<file path="config.mk">
export PLATFORM = sky130hd
export DESIGN_NAME = fe_itlb
export DESIGN_NICKNAME = d
export VERILOG_FILES = /design/src/hdl/fe_mem_geom_pkg.sv /design/src/hdl/fe_mem_if_pkg.sv /design/src/hdl/fe_itlb.sv
export SDC_FILE = /design/constraint.sdc
export NUM_CORES = 1
export LEC_CHECK = 0
export ABC_AREA = 1
export BUFFER_PORTS_ARGS = -buffer_cell sky130_fd_sc_hd__buf_2
export CAP_MARGIN = 5
export CORE_ASPECT_RATIO = 0.5
export CORE_MARGIN = 8
export CORE_UTILIZATION = 59
export CTS_CLUSTER_DIAMETER = 100
export DETAILED_ROUTE_END_ITERATION = 10
export MAX_ROUTING_LAYER = met4
export PLACE_DENSITY = 0.78
export SLEW_MARGIN = 20
export SYNTH_ARGS = -nofsm -noshare
export SYNTH_HDL_FRONTEND = slang
export SYNTH_SLANG_ARGS = --single-unit
</file>
<file path="constraint.sdc">
create_clock -name clk_i -period 3.5 [get_ports clk_i]
set_input_delay 0.7 -clock clk_i [delete_from_list [all_inputs] [get_ports clk_i]]
set_output_delay 0.7 -clock clk_i [all_outputs]
set_load 0.01 [all_outputs]
</file>
<file path="src/hdl/fe_mem_geom_pkg.sv">
`default_nettype none

package fe_mem_geom_pkg;

   ////////////////////////////////////////////////////////////////////////////
   // Address and data widths
   ////////////////////////////////////////////////////////////////////////////

   typedef logic [31:0] vaddr_t;
   typedef logic [31:0] paddr_t;
   typedef logic [19:0] vtag_t;      // Virtual page number.
   typedef logic [19:0] ptag_t;      // Physical page number.
   typedef logic [31:0] instr_t;
   typedef logic [1:0]  priv_t;

   localparam int page_offset_width = 12;

   ////////////////////////////////////////////////////////////////////////////
   // Cache and TLB geometry
   ////////////////////////////////////////////////////////////////////////////

   typedef logic [5:0]  line_idx_t;  // 64 lines.
   typedef logic [21:0] line_tag_t;
   typedef logic [1:0]  word_sel_t;

   localparam int itlb_entries = 4;
   localparam int line_words   = 4;
   localparam int word_sel_lsb = 2;
   localparam int line_idx_lsb = 4;
   localparam int line_tag_lsb = 10;

   ////////////////////////////////////////////////////////////////////////////
   // Memory map and privilege
   ////////////////////////////////////////////////////////////////////////////

   localparam ptag_t dram_base_ptag = 20'h00100;  // Below is local memory.
   localparam int    uncached_bit   = 31;         // Set means I/O space.

   localparam priv_t priv_u = 2'b00;
   localparam priv_t priv_s = 2'b01;

endpackage

`default_nettype wire
</file>
<file path="src/hdl/fe_mem_if_pkg.sv">
`default_nettype none

package fe_mem_if_pkg;

   typedef enum logic [1:0] {
      op_fetch,
      op_fill,
      op_fence
   } fe_op_e;

   typedef struct packed {
      fe_mem_geom_pkg::ptag_t ptag;
      logic                   u;     // User page.
      logic                   x;     // Executable.
   } tlb_entry_t;

   typedef struct packed {
      fe_op_e                  op;
      fe_mem_geom_pkg::vaddr_t vaddr;
      tlb_entry_t              fill;
   } fe_cmd_t;

   typedef struct packed {
      fe_mem_geom_pkg::instr_t data;
      logic                    access_fault;
      logic                    page_fault;
      logic                    itlb_miss;
      logic                    icache_miss;
   } fe_resp_t;

   // Wishbone classic master side, read only.
   typedef struct packed {
      logic                    cyc;
      logic                    stb;
      fe_mem_geom_pkg::paddr_t adr;
   } wb_req_t;

   typedef struct packed {
      logic                    ack;
      fe_mem_geom_pkg::instr_t dat;
   } wb_rsp_t;

   typedef struct packed {
      logic                       v;
      fe_mem_geom_pkg::line_idx_t idx;
      fe_mem_geom_pkg::word_sel_t sel;
      fe_mem_geom_pkg::instr_t    word;
      logic                       last;
   } line_fill_t;

   typedef enum logic [2:0] {
      st_idle,
      st_lookup,
      st_refill,
      st_io_read,
      st_respond
   } ctrl_state_e;

endpackage

`default_nettype wire

</file>
<file path="src/hdl/fe_itlb.sv">
`timescale 1ns/100ps
`default_nettype none

module fe_itlb (
   input  logic                       clk_i,
   input  logic                       reset_i,
   input  logic                       fence_i,
   input  logic                       fill_i,
   input  fe_mem_geom_pkg::vtag_t     fill_vtag_i,
   input  fe_mem_if_pkg::tlb_entry_t  fill_entry_i,
   input  logic                       lookup_v_i,
   input  fe_mem_geom_pkg::vtag_t     vtag_i,
   output logic                       hit_o,
   output fe_mem_if_pkg::tlb_entry_t  entry_o
);

   localparam int n = fe_mem_geom_pkg::itlb_entries;

   typedef logic [$clog2(n)-1:0] slot_t;

   logic [n-1:0]              valid_r;
   fe_mem_geom_pkg::vtag_t    vtag_r [n];
   fe_mem_if_pkg::tlb_entry_t entry_r [n];
   slot_t                     rr_r;
   slot_t                     fill_slot;
   logic [n-1:0]              hit_vec;
   logic [n-1:0]              fill_match;
   logic                      dup;

   always_comb begin
      entry_o   = '0;
      fill_slot = rr_r;
      for (int i = 0; i < n; i++) begin
         hit_vec[i]    = valid_r[i] && (vtag_r[i] == vtag_i);
         fill_match[i] = valid_r[i] && (vtag_r[i] == fill_vtag_i);
         if (hit_vec[i]) begin
            entry_o = entry_r[i];
         end
         if (fill_match[i]) begin
            fill_slot = slot_t'(i);  // Refresh an existing mapping.
         end
      end
   end

   assign hit_o = lookup_v_i & (|hit_vec);

   always_ff @(posedge clk_i) begin
      if (reset_i) begin
         valid_r <= '0;
         rr_r    <= '0;
      end else if (fence_i) begin
         valid_r <= '0;
      end else if (fill_i) begin
         valid_r[fill_slot] <= 1'b1;
         if (!(|fill_match)) begin
            rr_r <= rr_r + 1'b1;
         end
      end
   end

   always_ff @(posedge clk_i) begin
      if (fill_i) begin
         vtag_r[fill_slot]  <= fill_vtag_i;
         entry_r[fill_slot] <= fill_entry_i;
      end
   end

   always_comb begin
      dup = 1'b0;
      for (int i = 0; i < n; i++) begin
         for (int j = i + 1; j < n; j++) begin
            if (valid_r[i] && valid_r[j] && (vtag_r[i] == vtag_r[j])) begin
               dup = 1'b1;
            end
         end
      end
   end

   a_no_dup_vtag: assert property (@(posedge clk_i) disable iff (reset_i) !dup);

endmodule

`default_nettype wire

</file>
# After elaboration in Yosys (flattened, before gate mapping)
# Memories as Yosys holds them, arrays and structs flattened.
# Index checks and enable logic that the tools add are counted.
word_totals:
  in_bits: 67
  regBits: 6
  memories: 2
  mem_bits_rw: 168
mem_list:
  columns: ["memory", "words", "word_bits", "rd", "rd_ports_with_merged_regs", "wr", "line_no", "source"]
  rows:
  - ["entry_r", 4, 22, 4, 0, 1, "fe_itlb.sv:23", "fe_mem_if_pkg::tlb_entry_t entry_r [n];"]
  - ["vtag_r", 4, 20, 4, 0, 1, "fe_itlb.sv:22", "fe_mem_geom_pkg::vtag_t vtag_r [n];"]
classes:
  magnitude_cmp: 2
  n_reduce_logical: 13
  mux: 12
  bitwise: 4
  eq_ne: 8
  add_sub_neg: 1
op_table:
  columns: ["operator", "count"]
  rows:
  - ["equality test 20 bit", 8]
  - ["two-way mux 22 bit", 4]
  - ["logical AND 1 bit", 9]
  - ["two-way mux 2 bit", 4]
  - ["OR reduction 4 bit", 2]
  - ["bitwise OR 4 bit", 1]
  - ["less-than comparator 2 x 3 -> 1 bit, second input constant", 1]
  - ["two-way mux 1 bit", 3]
  - ["AND reduction 3 bit", 1]
  - ["adder 2 x 1 -> 2 bit, second input constant", 1]
  - ["demux 1 bit (select 2 bit)", 1]
  - [">= comparator 2 x 1 -> 1 bit, second input constant", 1]
  - ["inverter 1 bit", 2]
  - ["OR reduction 2 bit", 1]
  - ["AND 1 bit", 1]

# Longest topological paths before layout
# Gate-level depths: netlist of run 1.
depth:
  ltp_word: 11
  depth_mapped: 14
  depth_no_buf: 14

# Worst setup path after synthesis of run 1
# OpenSTA, ideal clock, no wires.
synth_timing:
  path_type: "input -> register"
  startpoint: "in fill_vtag_i[2]"
  endpoint: "mem entry_r[0][0] (netlist name) (enable)"
  path_slack_ns: 0.561
  setup_time_ns: 0.409
  stages: 12
  required_ns: 3.091
  t_arrival_ns: 2.530
  path_cell_list: "inv_2 -> nand2_1 -> nand2_1 -> nor2_1 -> nand2_1 -> nor2_1 -> nand3_2 -> nand2_1 -> nand2_1 -> nand2_1 -> nand2_1 -> nor2_2"
synth_between:
  elab_chain_len: 6
synth_rtl:
  columns: ["item", "line_no", "source"]
  rows:
  - ["from (decl)", "fe_itlb.sv:9", "input fe_mem_geom_pkg::vtag_t fill_vtag_i,"]
  - ["equality test 20 bit", "fe_itlb.sv:35", "fill_match[i] = valid_r[i] && (vtag_r[i] == fill_vtag_i);"]
  - ["logical AND 1 bit", "fe_itlb.sv:35", null]
  - ["two-way mux 2 bit (3 in series)", "fe_itlb.sv:39", "if (fill_match[i]) begin"]
  - ["two-way mux 2 bit *", "fe_itlb.sv:39", null]
  - ["to (decl)", "fe_itlb.sv:23", null]
# Mark *: on every way between the ends. The rest lies on a longest branch, timed or not.

==> flow_summary.toml, run 1 <==
[global_route]
grt_pass1_wl_mm = 41.0
number_of_antenna_violations_at_the_first_check_in_global_routing = 0
total_overflow_reported_by_the_global_router = 0
grt_pass1_vias = 6993
grt_start_max_net_pins = 46
global_route.usage.total_pct = 29.3

[route]
drc = 0
drtIter0Drc = 979
drt_wl_total_mm = 27.4
drt.antenna.violating_nets = 0
routed_via_density = 5.70
route.detailed.wl_per_inst_um = 21.7
num_vias = 7211
drt_pass1_iterations = 7

[pwr]
ir_drop_mv = 0.307
totalPowerFinal_w = 0.00474
clkPwrFrac_pct = 41.2
power_report.internal_total_w = 0.00350
switching_power_w = 0.00123
total_leakage_power_nw = 4.27
netSwitchingFraction_pct = 26.0
power_density_nw_per_um2 = 464
share_comb_of_total_power_pct = 8.2
power.share.sequential_pct = 50.7

[clock_tree]
holdBufCountCts = 0
cts_made_buffers = 17
cts.htree.levels = 4
clock_tree.root_cell = "sky130_fd_sc_hd__clkbuf_16"
clk_path_buf_depth = 2
clock-sinks = 174
insertion_delay_ps = 430
tritoncts = "yes"
clkTransAtPathRegs_ps = 70

[floorplan]
die_width_um = 189
fp.dieArea_um2 = 19400
starting_utilization_of_the_core_area_pct = 60.8
rows = 31
design.core.area_um2 = 14600
fp.dieH_um = 103
io-pin-count = 90

[layout]
layout.core_utilization_pct = 70.0
finish.net_count = 1120
num-fill-cells = 1105
antenna-diode-count = 0
area_growth_syn_to_layout_pct = 15.1
layout-drive-gt1-share_pct = 23.1
finalNonFillerCells = 1264
postLayoutCellArea_um2 = 10200

[synth]
dominant_cells_by_area_after_synthesis = "sky130_fd_sc_hd__edfxtp_1, sky130_fd_sc_hd__nand2_1, sky130_fd_sc_hd__nor2_1"
synthesis.nets = 1011
post_synth_inst_count = 944
post_synth_arst_share_pct = 0
postSynth.topFlopCell = "sky130_fd_sc_hd__edfxtp_1"
sequential_element_share_of_the_synthesized_area_pct = 58.3
most_frequent_cell_after_synthesis = "sky130_fd_sc_hd__nand2_1"
warnings_synthesis = 0
synth_top_cell_area_share_pct = 56.9
synth.largest_area_cell = "sky130_fd_sc_hd__edfxtp_1"
syn-cell-area_um2 = 8860
post_synth_num_cell_types = 34
syn-mean-instance-area_um2 = 9.39
ys_seq_elements = 174
yosys-top-cells-count = "sky130_fd_sc_hd__nand2_1, sky130_fd_sc_hd__edfxtp_1, sky130_fd_sc_hd__nor2_1"
synth_enable_flop_cells = 168

[timing]
fmax_mhz = 298
setup_repair_after_global_routing_missed_its_margin = "no"
final_period_demand_of_the_worst_path_ps = 3350
final_max_slew_viol_count = 0
setup_total_negative_slack_ps = 0
max_slew.worst_pin.slew_ps = 408
fin_skew_ps = 12.2
final_min_period_over_clock_period_pct = 95.8
hold_viol_final = 0
setup_viol = 0
worst_slew_margin_rel_pct = 72.7

[critical_path]
r2r_end = "entry_r[1][20]"
critical_path_data_arrival_time_ps = 2650
timing.critical_path.to = "entry_o[6]"
ff2ff_setup_slack_ps = 970
worst_path_maximum_fanout = 28
worst_r2r_path_depth = 12
crit_path_start = "vtag_i[6]"
category_of_the_most_critical_setup_path = "in -> out"
setup.worst_path.start_class = "input port"
data_required_time_at_the_worst_endpoint_ps = 2800
worst_r2r_startpoint = "vtag_r[1][1]"
critical_path.endpoint_type = "output port"

[placement]
port_buffers = 89
dp_hpwl_mm = 20.4
placed_instances = 1231
finalWeightedCongestion = 1.09
post_dp_cell_area_um2 = 9590

[status]
run_status = "complete, no violations"

[min_path]
path_category_of_the_worst_min_delay_check = "in -> reg"

[flow_run]
cap_violations = 0
cell families after synthesis:
kind of cell	synth area share, %
AND/OR/NAND/NOR	20.4
flip-flops	58.3
AO/OA/AOI/OAI	11.3
buffers and inverters	7.28
XOR/XNOR	2.77
layout by cell type, fill, tap and decap left out, drive strengths merged:
master    synthesis  final
buf              15    105
a21boi            1      1
or2               2      2
clkinvlp          0      1
inv             132    140
dfxtp             6      6
o21a              1      1
o221ai            1      1
o21bai            1      1
xnor2            23     23
o211ai            4      4
nand3            20     20
bufinv            0      1
clkbuf            0     18
nand4             2      2
o21ai            48     48
a21oi            53     53
a221oi            1      1
nor2            158    158
nand2           260    260
clkinv            0      4
edfxtp          168    168
xor2              5      5
nor3              1      1
o22ai            42     42
how the worst min path moves through the flow:
| stage | startpoint | to | cells after the start |
|---|---|---|---|
| finish | reset_i | rr_r[1] | 2 |
| global route | reset_i | rr_r[0] | 2 |
| CTS | reset_i | rr_r[0] | 2 |
| detailed placement | valid_r[1] | valid_r[1] | 2 |
| global placement | valid_r[1] | valid_r[1] | 2 |
| floorplan | valid_r[1] | valid_r[1] | 2 |
metal layers:
metal / share of wire (%) / up-vias / track usage (%)
li1: - / 3340 / -
met3: 12 / 36 / 8.51
met2: 43 / 451 / 43.9
met5: 0 / - / -
met1: 43 / 3384 / 39.4
met4: 1.5 / 0 / 6.27
timing repair:
action	4_1_cts	5_1_grt
setup buffers	0	1
endpoints found under the setup margin	0	18
resized for setup	0	1
registers in the layout, indices dropped and copies added, names as in the netlist:
signal and count:
entry_r 88, rr_r 2, valid_r 4, vtag_r 80
per-stage QoR:
stage / hold WS (ps) / setup WS (ps)
final: 449 / 148
after global routing: 444 / 4.54
after CTS: 442 / 47.4
after detailed placement: 494 / 76.6
after global placement: 479 / 168
after floorplan: 445 / 561
critical path: stages:
cell and delay (ps):
sky130_fd_sc_hd__buf_2 150, sky130_fd_sc_hd__inv_2 120, sky130_fd_sc_hd__o22ai_1 140, sky130_fd_sc_hd__nor2_1 160
sky130_fd_sc_hd__nand2_1 80, sky130_fd_sc_hd__nor2_1 200, sky130_fd_sc_hd__nand2_2 180, sky130_fd_sc_hd__nor2_8 240
sky130_fd_sc_hd__buf_12 230, sky130_fd_sc_hd__a21oi_2 90, sky130_fd_sc_hd__a21oi_2 180, sky130_fd_sc_hd__buf_2 160
power by group through the flow:
| stage | registers [W] | logic, W | clock network (W) |
|---|---|---|---|
| 2_1_floorplan | 0.00243 | 0.000188 | 0 |
| 3_3_place_gp | 0.00244 | 0.000370 | 0 |
| 3_5_place_dp | 0.00244 | 0.000373 | 0 |
| 4_1_cts | 0.00240 | 0.000375 | 0.00196 |
| 5_1_grt | 0.00240 | 0.000418 | 0.00204 |
| 6_report | 0.00240 | 0.000386 | 0.00195 |
area by class of cell:
class	count	area (um2)	share of cell area [%]
repair buffers	105	632	6.19
multi-input cells	623	3060	30.0
clock buffers	18	429	4.21
flip-flops and latches	174	5160	50.6
well taps	198	248	2.43
clock inverters	14	170	1.67
inverters	132	495	4.86
No activity file was read; power rests on OpenSTA's default activity.
==> inputs of run 2 (changes only) <==
--- a/config.mk
+++ b/config.mk
@@ -14,7 +14,7 @@
 export CTS_CLUSTER_DIAMETER = 100
 export DETAILED_ROUTE_END_ITERATION = 10
 export MAX_ROUTING_LAYER = met4
-export PLACE_DENSITY = 0.78
+export PLACE_DENSITY = 0.9
 export SLEW_MARGIN = 20
 export SYNTH_ARGS = -nofsm -noshare
 export SYNTH_HDL_FRONTEND = slang
==> flow_summary.toml, run 2 (synthesis results as in run 1) <==
[placement]
placed_instances = 1230
finalWeightedCongestion = 1.06
post_dp_cell_area_um2 = 9590
dp_hpwl_mm = 22.1
port_buffers = 89

[timing]
worst_slew_margin_rel_pct = 53.3
hold_slack_ps = 448
hold_viol_final = 0
setup_total_negative_slack_ps = 0
max_slew.worst_pin.slew_ps = 700
fin_skew_ps = 8.58
final_max_slew_viol_count = 0
fmax_mhz = 291
final_min_period_over_clock_period_pct = 98.2
final_period_demand_of_the_worst_path_ps = 3440
setup_viol = 0
setup_repair_after_global_routing_missed_its_margin = "no"

[critical_path]
data_required_time_at_the_worst_endpoint_ps = 2800
critPathMaxStageDelay_ps = 300
critical_path_data_arrival_time_ps = 2740
critical_path.endpoint_type = "output port"
setup.worst_path.start_class = "input port"
worst_path_maximum_fanout = 23
worst_r2r_startpoint = "vtag_r[1][9]"
category_of_the_most_critical_setup_path = "in -> out"
critical_path.cell_chain = "buf_2 > inv_1 > o21ai_1 > nor2_1 > nand2_1 > nor2_1 > nand3_1 > buf_12 > o21ai_0 > nand2_1 > a21oi_2 > buf_2"
cp_max_delay_cell = "sky130_fd_sc_hd__nor2_1"
crit_path_start = "vtag_i[11]"

[floorplan]
io-pin-count = 90
fp.dieArea_um2 = 19400
rows = 31
die_width_um = 189
fp.dieH_um = 103
starting_utilization_of_the_core_area_pct = 60.8
design.core.area_um2 = 14600

[route]
num_vias = 7322
drt_wl_total_mm = 29.5
route.detailed.wl_per_inst_um = 23.4
drc = 0
drt.antenna.violating_nets = 0
routed_via_density = 5.80
drt_pass1_iterations = 6
drtIter0Drc = 942

[global_route]
global_route.usage.total_pct = 31.6
grt_start_max_net_pins = 44
number_of_antenna_violations_at_the_first_check_in_global_routing = 0
grt_pass1_wl_mm = 43.5
grt_pass1_vias = 7221
total_overflow_reported_by_the_global_router = 0

[clock_tree]
number_of_cells_upsized_or_downsized_after_cts = 0
clock_tree.root_cell = "sky130_fd_sc_hd__clkbuf_16"
holdBufCountCts = 0
insertion_delay_ps = 440
cts_made_buffers = 17
clkTransAtPathRegs_ps = 80
post-cts-setup-buffers = 0
tritoncts = "yes"
clock-sinks = 174
clk_path_buf_depth = 2
cts.htree.levels = 4

[layout]
finish.net_count = 1118
mostFrequentLayoutCell = "sky130_fd_sc_hd__nand2_1"
antenna-diode-count = 0
largest_register_ffs = 88
registers.top_by_ff_count = "entry_r"
layout-drive-gt1-share_pct = 22.9
area_growth_syn_to_layout_pct = 14.9
layout_common_cells = "sky130_fd_sc_hd__nand2_1, sky130_fd_sc_hd__edfxtp_1, sky130_fd_sc_hd__nor2_1, sky130_fd_sc_hd__inv_1, sky130_fd_sc_hd__buf_2"
multi_input_area_um2 = 3060
num-fill-cells = 1109
postLayoutCellArea_um2 = 10200
finalNonFillerCells = 1262
layout.area.seq_um2 = 5160
largestRegisters = "entry_r x88, vtag_r x80, valid_r x4"

[min_path]
min_from = "reset_i"
path_category_of_the_worst_min_delay_check = "in -> reg"

[pwr]
power_density_nw_per_um2 = 468
total_leakage_power_nw = 4.26
ir_drop_mv = 0.275

[status]
run_status = "complete, no violations"

[flow_run]
cap_violations = 0
==> run 2: metrics by stage <==
| step | power (W) | setup slack, ps | utilization (%) |
|---|---|---|---|
| finish | 0.00477 | 62.6 | 69.9 |
| global route | 0.00487 | 1.07 | 69.9 |
| CTS | 0.00475 | 128 | 69.9 |
| detailed placement | 0.00283 | 175 | 65.7 |
| global placement | 0.00282 | 175 | 65.7 |
| floorplan | 0.00262 | 561 | - |
==> run 2: worst max-delay path, delay by kind of cell <==
family	cells	cell delay, ps
AND/OR/NAND/NOR	5	840
buffers and inverters	4	750
AO/OA/AOI/OAI	3	420
==> run 2: layer usage <==
layer  share of wire, %  global-route usage, %  wire length (um)  vias up
met5                  0                      -                 0        -
met4                2.1                   8.66               605        0
met3                 12                   9.52              3680       51
met2                 44                   46.9             12900      477
met1                 42                   41.8             12400     3466
li1                   -                      -                 -     3328
==> run 2: final cells by class <==
class | count | share of cell area [%]
Sequential cell | 174 | 50.7
Tap cell | 198 | 2.43
Clock buffer | 17 | 4.18
Multi-Input combinational cell | 623 | 30.1
Clock inverter | 15 | 1.74
Timing Repair Buffer | 103 | 6.02
Inverter | 132 | 4.86
==> run 2: final timing paths <==
kind                     to  slack [ps]  depth (start not counted)
max              entry_o[0]          60                         12
min                 rr_r[0]         450                          2
max reg2reg  entry_r[3][13]         830                         13
min reg2reg      valid_r[0]         520                          2
==> run 2: report_power, final <==
part	internal (W)	switching, W
Clock	0.00102	0.000941
Sequential	0.00236	0.0000409
Combinational	0.000116	0.000288
==> inputs of run 3 (changes only) <==
--- a/config.mk
+++ b/config.mk
@@ -5,7 +5,6 @@
 export SDC_FILE = /design/constraint.sdc
 export NUM_CORES = 1
 export LEC_CHECK = 0
-export ABC_AREA = 1
 export BUFFER_PORTS_ARGS = -buffer_cell sky130_fd_sc_hd__buf_2
 export CAP_MARGIN = 5
 export CORE_ASPECT_RATIO = 0.5
==> flow_summary.toml, run 3 <==
[timing]
final_min_period_over_clock_period_pct = 102
max_slew.worst_pin.slew_ps = 612
hold_slack_ps = 481
setup_viol = 22
final_max_slew_viol_count = 0
final.setup.worst_slack_ps = -81.8
fin_skew_ps = 10.5
fmax_mhz = 279
setup_repair_after_global_routing_missed_its_margin = "yes"
hold_viol_final = 0
worst_slew_margin_rel_pct = 58.7
final_period_demand_of_the_worst_path_ps = 3580

[layout]
largest_register_ffs = 88
largestRegisters = "entry_r x88, vtag_r x80, valid_r x4"
registers.top_by_ff_count = "entry_r"
postLayoutCellArea_um2 = 9880
layout-drive-gt1-share_pct = 34.1
layout_common_cells = "sky130_fd_sc_hd__edfxtp_1, sky130_fd_sc_hd__xnor2_1, sky130_fd_sc_hd__xor2_1, sky130_fd_sc_hd__buf_2, sky130_fd_sc_hd__mux2_4"
finalNonFillerCells = 819
area_growth_syn_to_layout_pct = 22.2
num-fill-cells = 826
mostFrequentLayoutCell = "sky130_fd_sc_hd__edfxtp_1"
finish.net_count = 697
multi_input_area_um2 = 2940
antenna-diode-count = 0
layout.area.seq_um2 = 5160

[floorplan]
starting_utilization_of_the_core_area_pct = 60.0
die_width_um = 182
design.core.area_um2 = 13500
fp.dieArea_um2 = 17900
io-pin-count = 90
rows = 30
fp.dieH_um = 98.8

[status]
run_status = "finished, violations left"
failed_checks = "negative setup slack"

[pwr]
power_density_nw_per_um2 = 466
netSwitchingFraction_pct = 22.8
switching_power_w = 0.00105
power.share.sequential_pct = 51.7
ir_drop_mv = 0.255
total_leakage_power_nw = 3.61
clkPwrFrac_pct = 41.0
share_comb_of_total_power_pct = 7.4
power_report.internal_total_w = 0.00356
totalPowerFinal_w = 0.00461

[global_route]
number_of_antenna_violations_at_the_first_check_in_global_routing = 0
total_overflow_reported_by_the_global_router = 0
global_route.usage.total_pct = 21.5
grt_start_max_net_pins = 27
grt_pass1_vias = 5039
grt_pass1_wl_mm = 28.4

[route]
route.detailed.wl_per_inst_um = 23.2
drt.antenna.violating_nets = 0
routed_via_density = 5.89
drtIter0Drc = 398
drt_pass1_iterations = 4
drc = 0
num_vias = 4823
drt_wl_total_mm = 19.0

[min_path]
min_from = "reset_i"
whs_path_depth = 2
path_category_of_the_worst_min_delay_check = "in -> reg"
hold_end = "rr_r[0]"

[critical_path]
worst_r2r_startpoint = "vtag_r[1][4]"
critical_path.cell_chain = "buf_2 > buf_4 > xor2_1 > nor4_1 > nand4_1 > buf_4 > a211oi_4 > buf_12 > a22o_1 > mux2_4 > mux2_4 > buf_6"
cp_max_delay_cell = "sky130_fd_sc_hd__nor4_1"
critical_path_data_arrival_time_ps = 2880
worst_r2r_path_depth = 8
worst_path_maximum_fanout = 22
setup.worst_path.start_class = "input port"
cp.buffers_inverters = 5
critPathTopFamily = "buffers and inverters"
data_required_time_at_the_worst_endpoint_ps = 2800
category_of_the_most_critical_setup_path = "in -> out"
critPathMaxStageDelay_ps = 350
r2r_end = "vtag_r[1][15]"
critical_path.endpoint_type = "output port"
ff2ff_setup_slack_ps = 610
crit_path_start = "vtag_i[9]"

[synth]
synthesis.nets = 575
syn-cell-area_um2 = 8090
post_synth_inst_count = 508
synth_enable_flop_cells = 168
sequential_element_share_of_the_synthesized_area_pct = 63.9
ys_seq_elements = 174
post_synth_num_cell_types = 38
postSynth.topFlopCell = "sky130_fd_sc_hd__edfxtp_1"
warnings_synthesis = 0
yosys-top-cells-count = "sky130_fd_sc_hd__edfxtp_1, sky130_fd_sc_hd__xnor2_1, sky130_fd_sc_hd__xor2_1"
syn-mean-instance-area_um2 = 15.9
synth_top_cell_area_share_pct = 62.4
most_frequent_cell_after_synthesis = "sky130_fd_sc_hd__edfxtp_1"
post_synth_arst_share_pct = 0
synth.largest_area_cell = "sky130_fd_sc_hd__edfxtp_1"
dominant_cells_by_area_after_synthesis = "sky130_fd_sc_hd__edfxtp_1, sky130_fd_sc_hd__xnor2_1, sky130_fd_sc_hd__xor2_1"

[placement]
post-place-ws_ps = -29.9
port_buffers = 89
placed_instances = 785
dp_hpwl_mm = 12.9
post_dp_cell_area_um2 = 9000
finalWeightedCongestion = 0.955

[clock_tree]
clock-sinks = 174
tritoncts = "yes"
clk_path_buf_depth = 2
insertion_delay_ps = 420
cts_made_buffers = 17
holdBufCountCts = 0
clock_tree.root_cell = "sky130_fd_sc_hd__clkbuf_16"
clkTransAtPathRegs_ps = 70
cts.htree.levels = 4

[flow_run]
cap_violations = 0
-- run 3: cell types whose count changed in the layout (fill, tap and decap cells not counted), moves of 44 or more --
cell and change:
sky130_fd_sc_hd__nand2_1 -253, sky130_fd_sc_hd__nor2_1 -126, sky130_fd_sc_hd__inv_1 -96, sky130_fd_sc_hd__xor2_1 +69, sky130_fd_sc_hd__xnor2_1 +55, sky130_fd_sc_hd__a21oi_2 -44
-- run 3: metrics by stage --
| stage | setup TNS [ps] | utilization [%] |
|---|---|---|
| global route | -1530 | 73.3 |
| finish | -652 | 73.3 |
| detailed placement | -130 | 66.8 |
| floorplan | -24800 | - |
| CTS | -58.0 | 72.0 |
| global placement | -40.9 | 66.8 |
-- run 3: what timing repair did --
| action | in CTS | in global routing |
|---|---|---|
| cloned | 0 | 0 |
| setup buffers | 1 | 1 |
| pin swaps | 6 | 3 |
| gates resized for setup | 16 | 33 |
| endpoints found under the setup margin | 22 | 22 |
-- run 3: power groups by stage --
stage,Sequential [W],Clock [W],Combinational [W]
2_1_floorplan,0.00242,0,0.000152
3_3_place_gp,0.00242,0,0.000313
3_5_place_dp,0.00242,0,0.000322
4_1_cts,0.00238,0.00190,0.000332
5_1_grt,0.00239,0.00197,0.000357
6_report,0.00238,0.00189,0.000339
-- run 3: layout make-up --
cell class	count	share of cell area, %
multi-input combinational	315	29.8
inverter	1	0.0380
clock buffer	18	4.35
clock inverter	14	1.61
timing repair buffer	121	9.70
sequential	174	52.3
tap	176	2.23
-- run 3: worst reg2reg max path: cells and delay by family (launching register included) --
family | cells | cell delay [ps]
flip-flops | 1 | 450
XOR/XNOR | 1 | 210
buffers and inverters | 2 | 440
AND/OR/NAND/NOR | 2 | 670
AO/OA/AOI/OAI | 3 | 820
-- run 3: layer usage --
layer | vias up | wire [um] | part of all wire, % | track usage (%)
li1 | 2170 | - | - | -
met1 | 2375 | 7750 | 41 | 25.7
met2 | 225 | 9330 | 49 | 34.8
met3 | 53 | 1280 | 6.7 | 4.11
met4 | 0 | 651 | 3.4 | 10.6
met5 | - | 0 | 0 | -
-- run 3: cells by family (layout without fill, tap and decap cells) --
group / Yosys count / after routing / share of synthesized area [%]
buf+inv: 19 / 154 / 1.92
flops: 174 / 174 / 63.9
simple gates: 73 / 73 / 5.49
compound gates: 37 / 37 / 3.95
mux: 45 / 45 / 7.34
xor+xnor: 160 / 160 / 17.4
-- run 3: worst max-delay path by stage --
stage	depth (start not counted)	end	slack, ps
CTS	10	entry_o[6]	-30
floorplan	6	entry_r[1][0]	-560
global route	12	entry_o[18]	-120
detailed placement	11	entry_o[6]	-30
global placement	11	entry_o[21]	-10
finish	12	entry_o[18]	-80
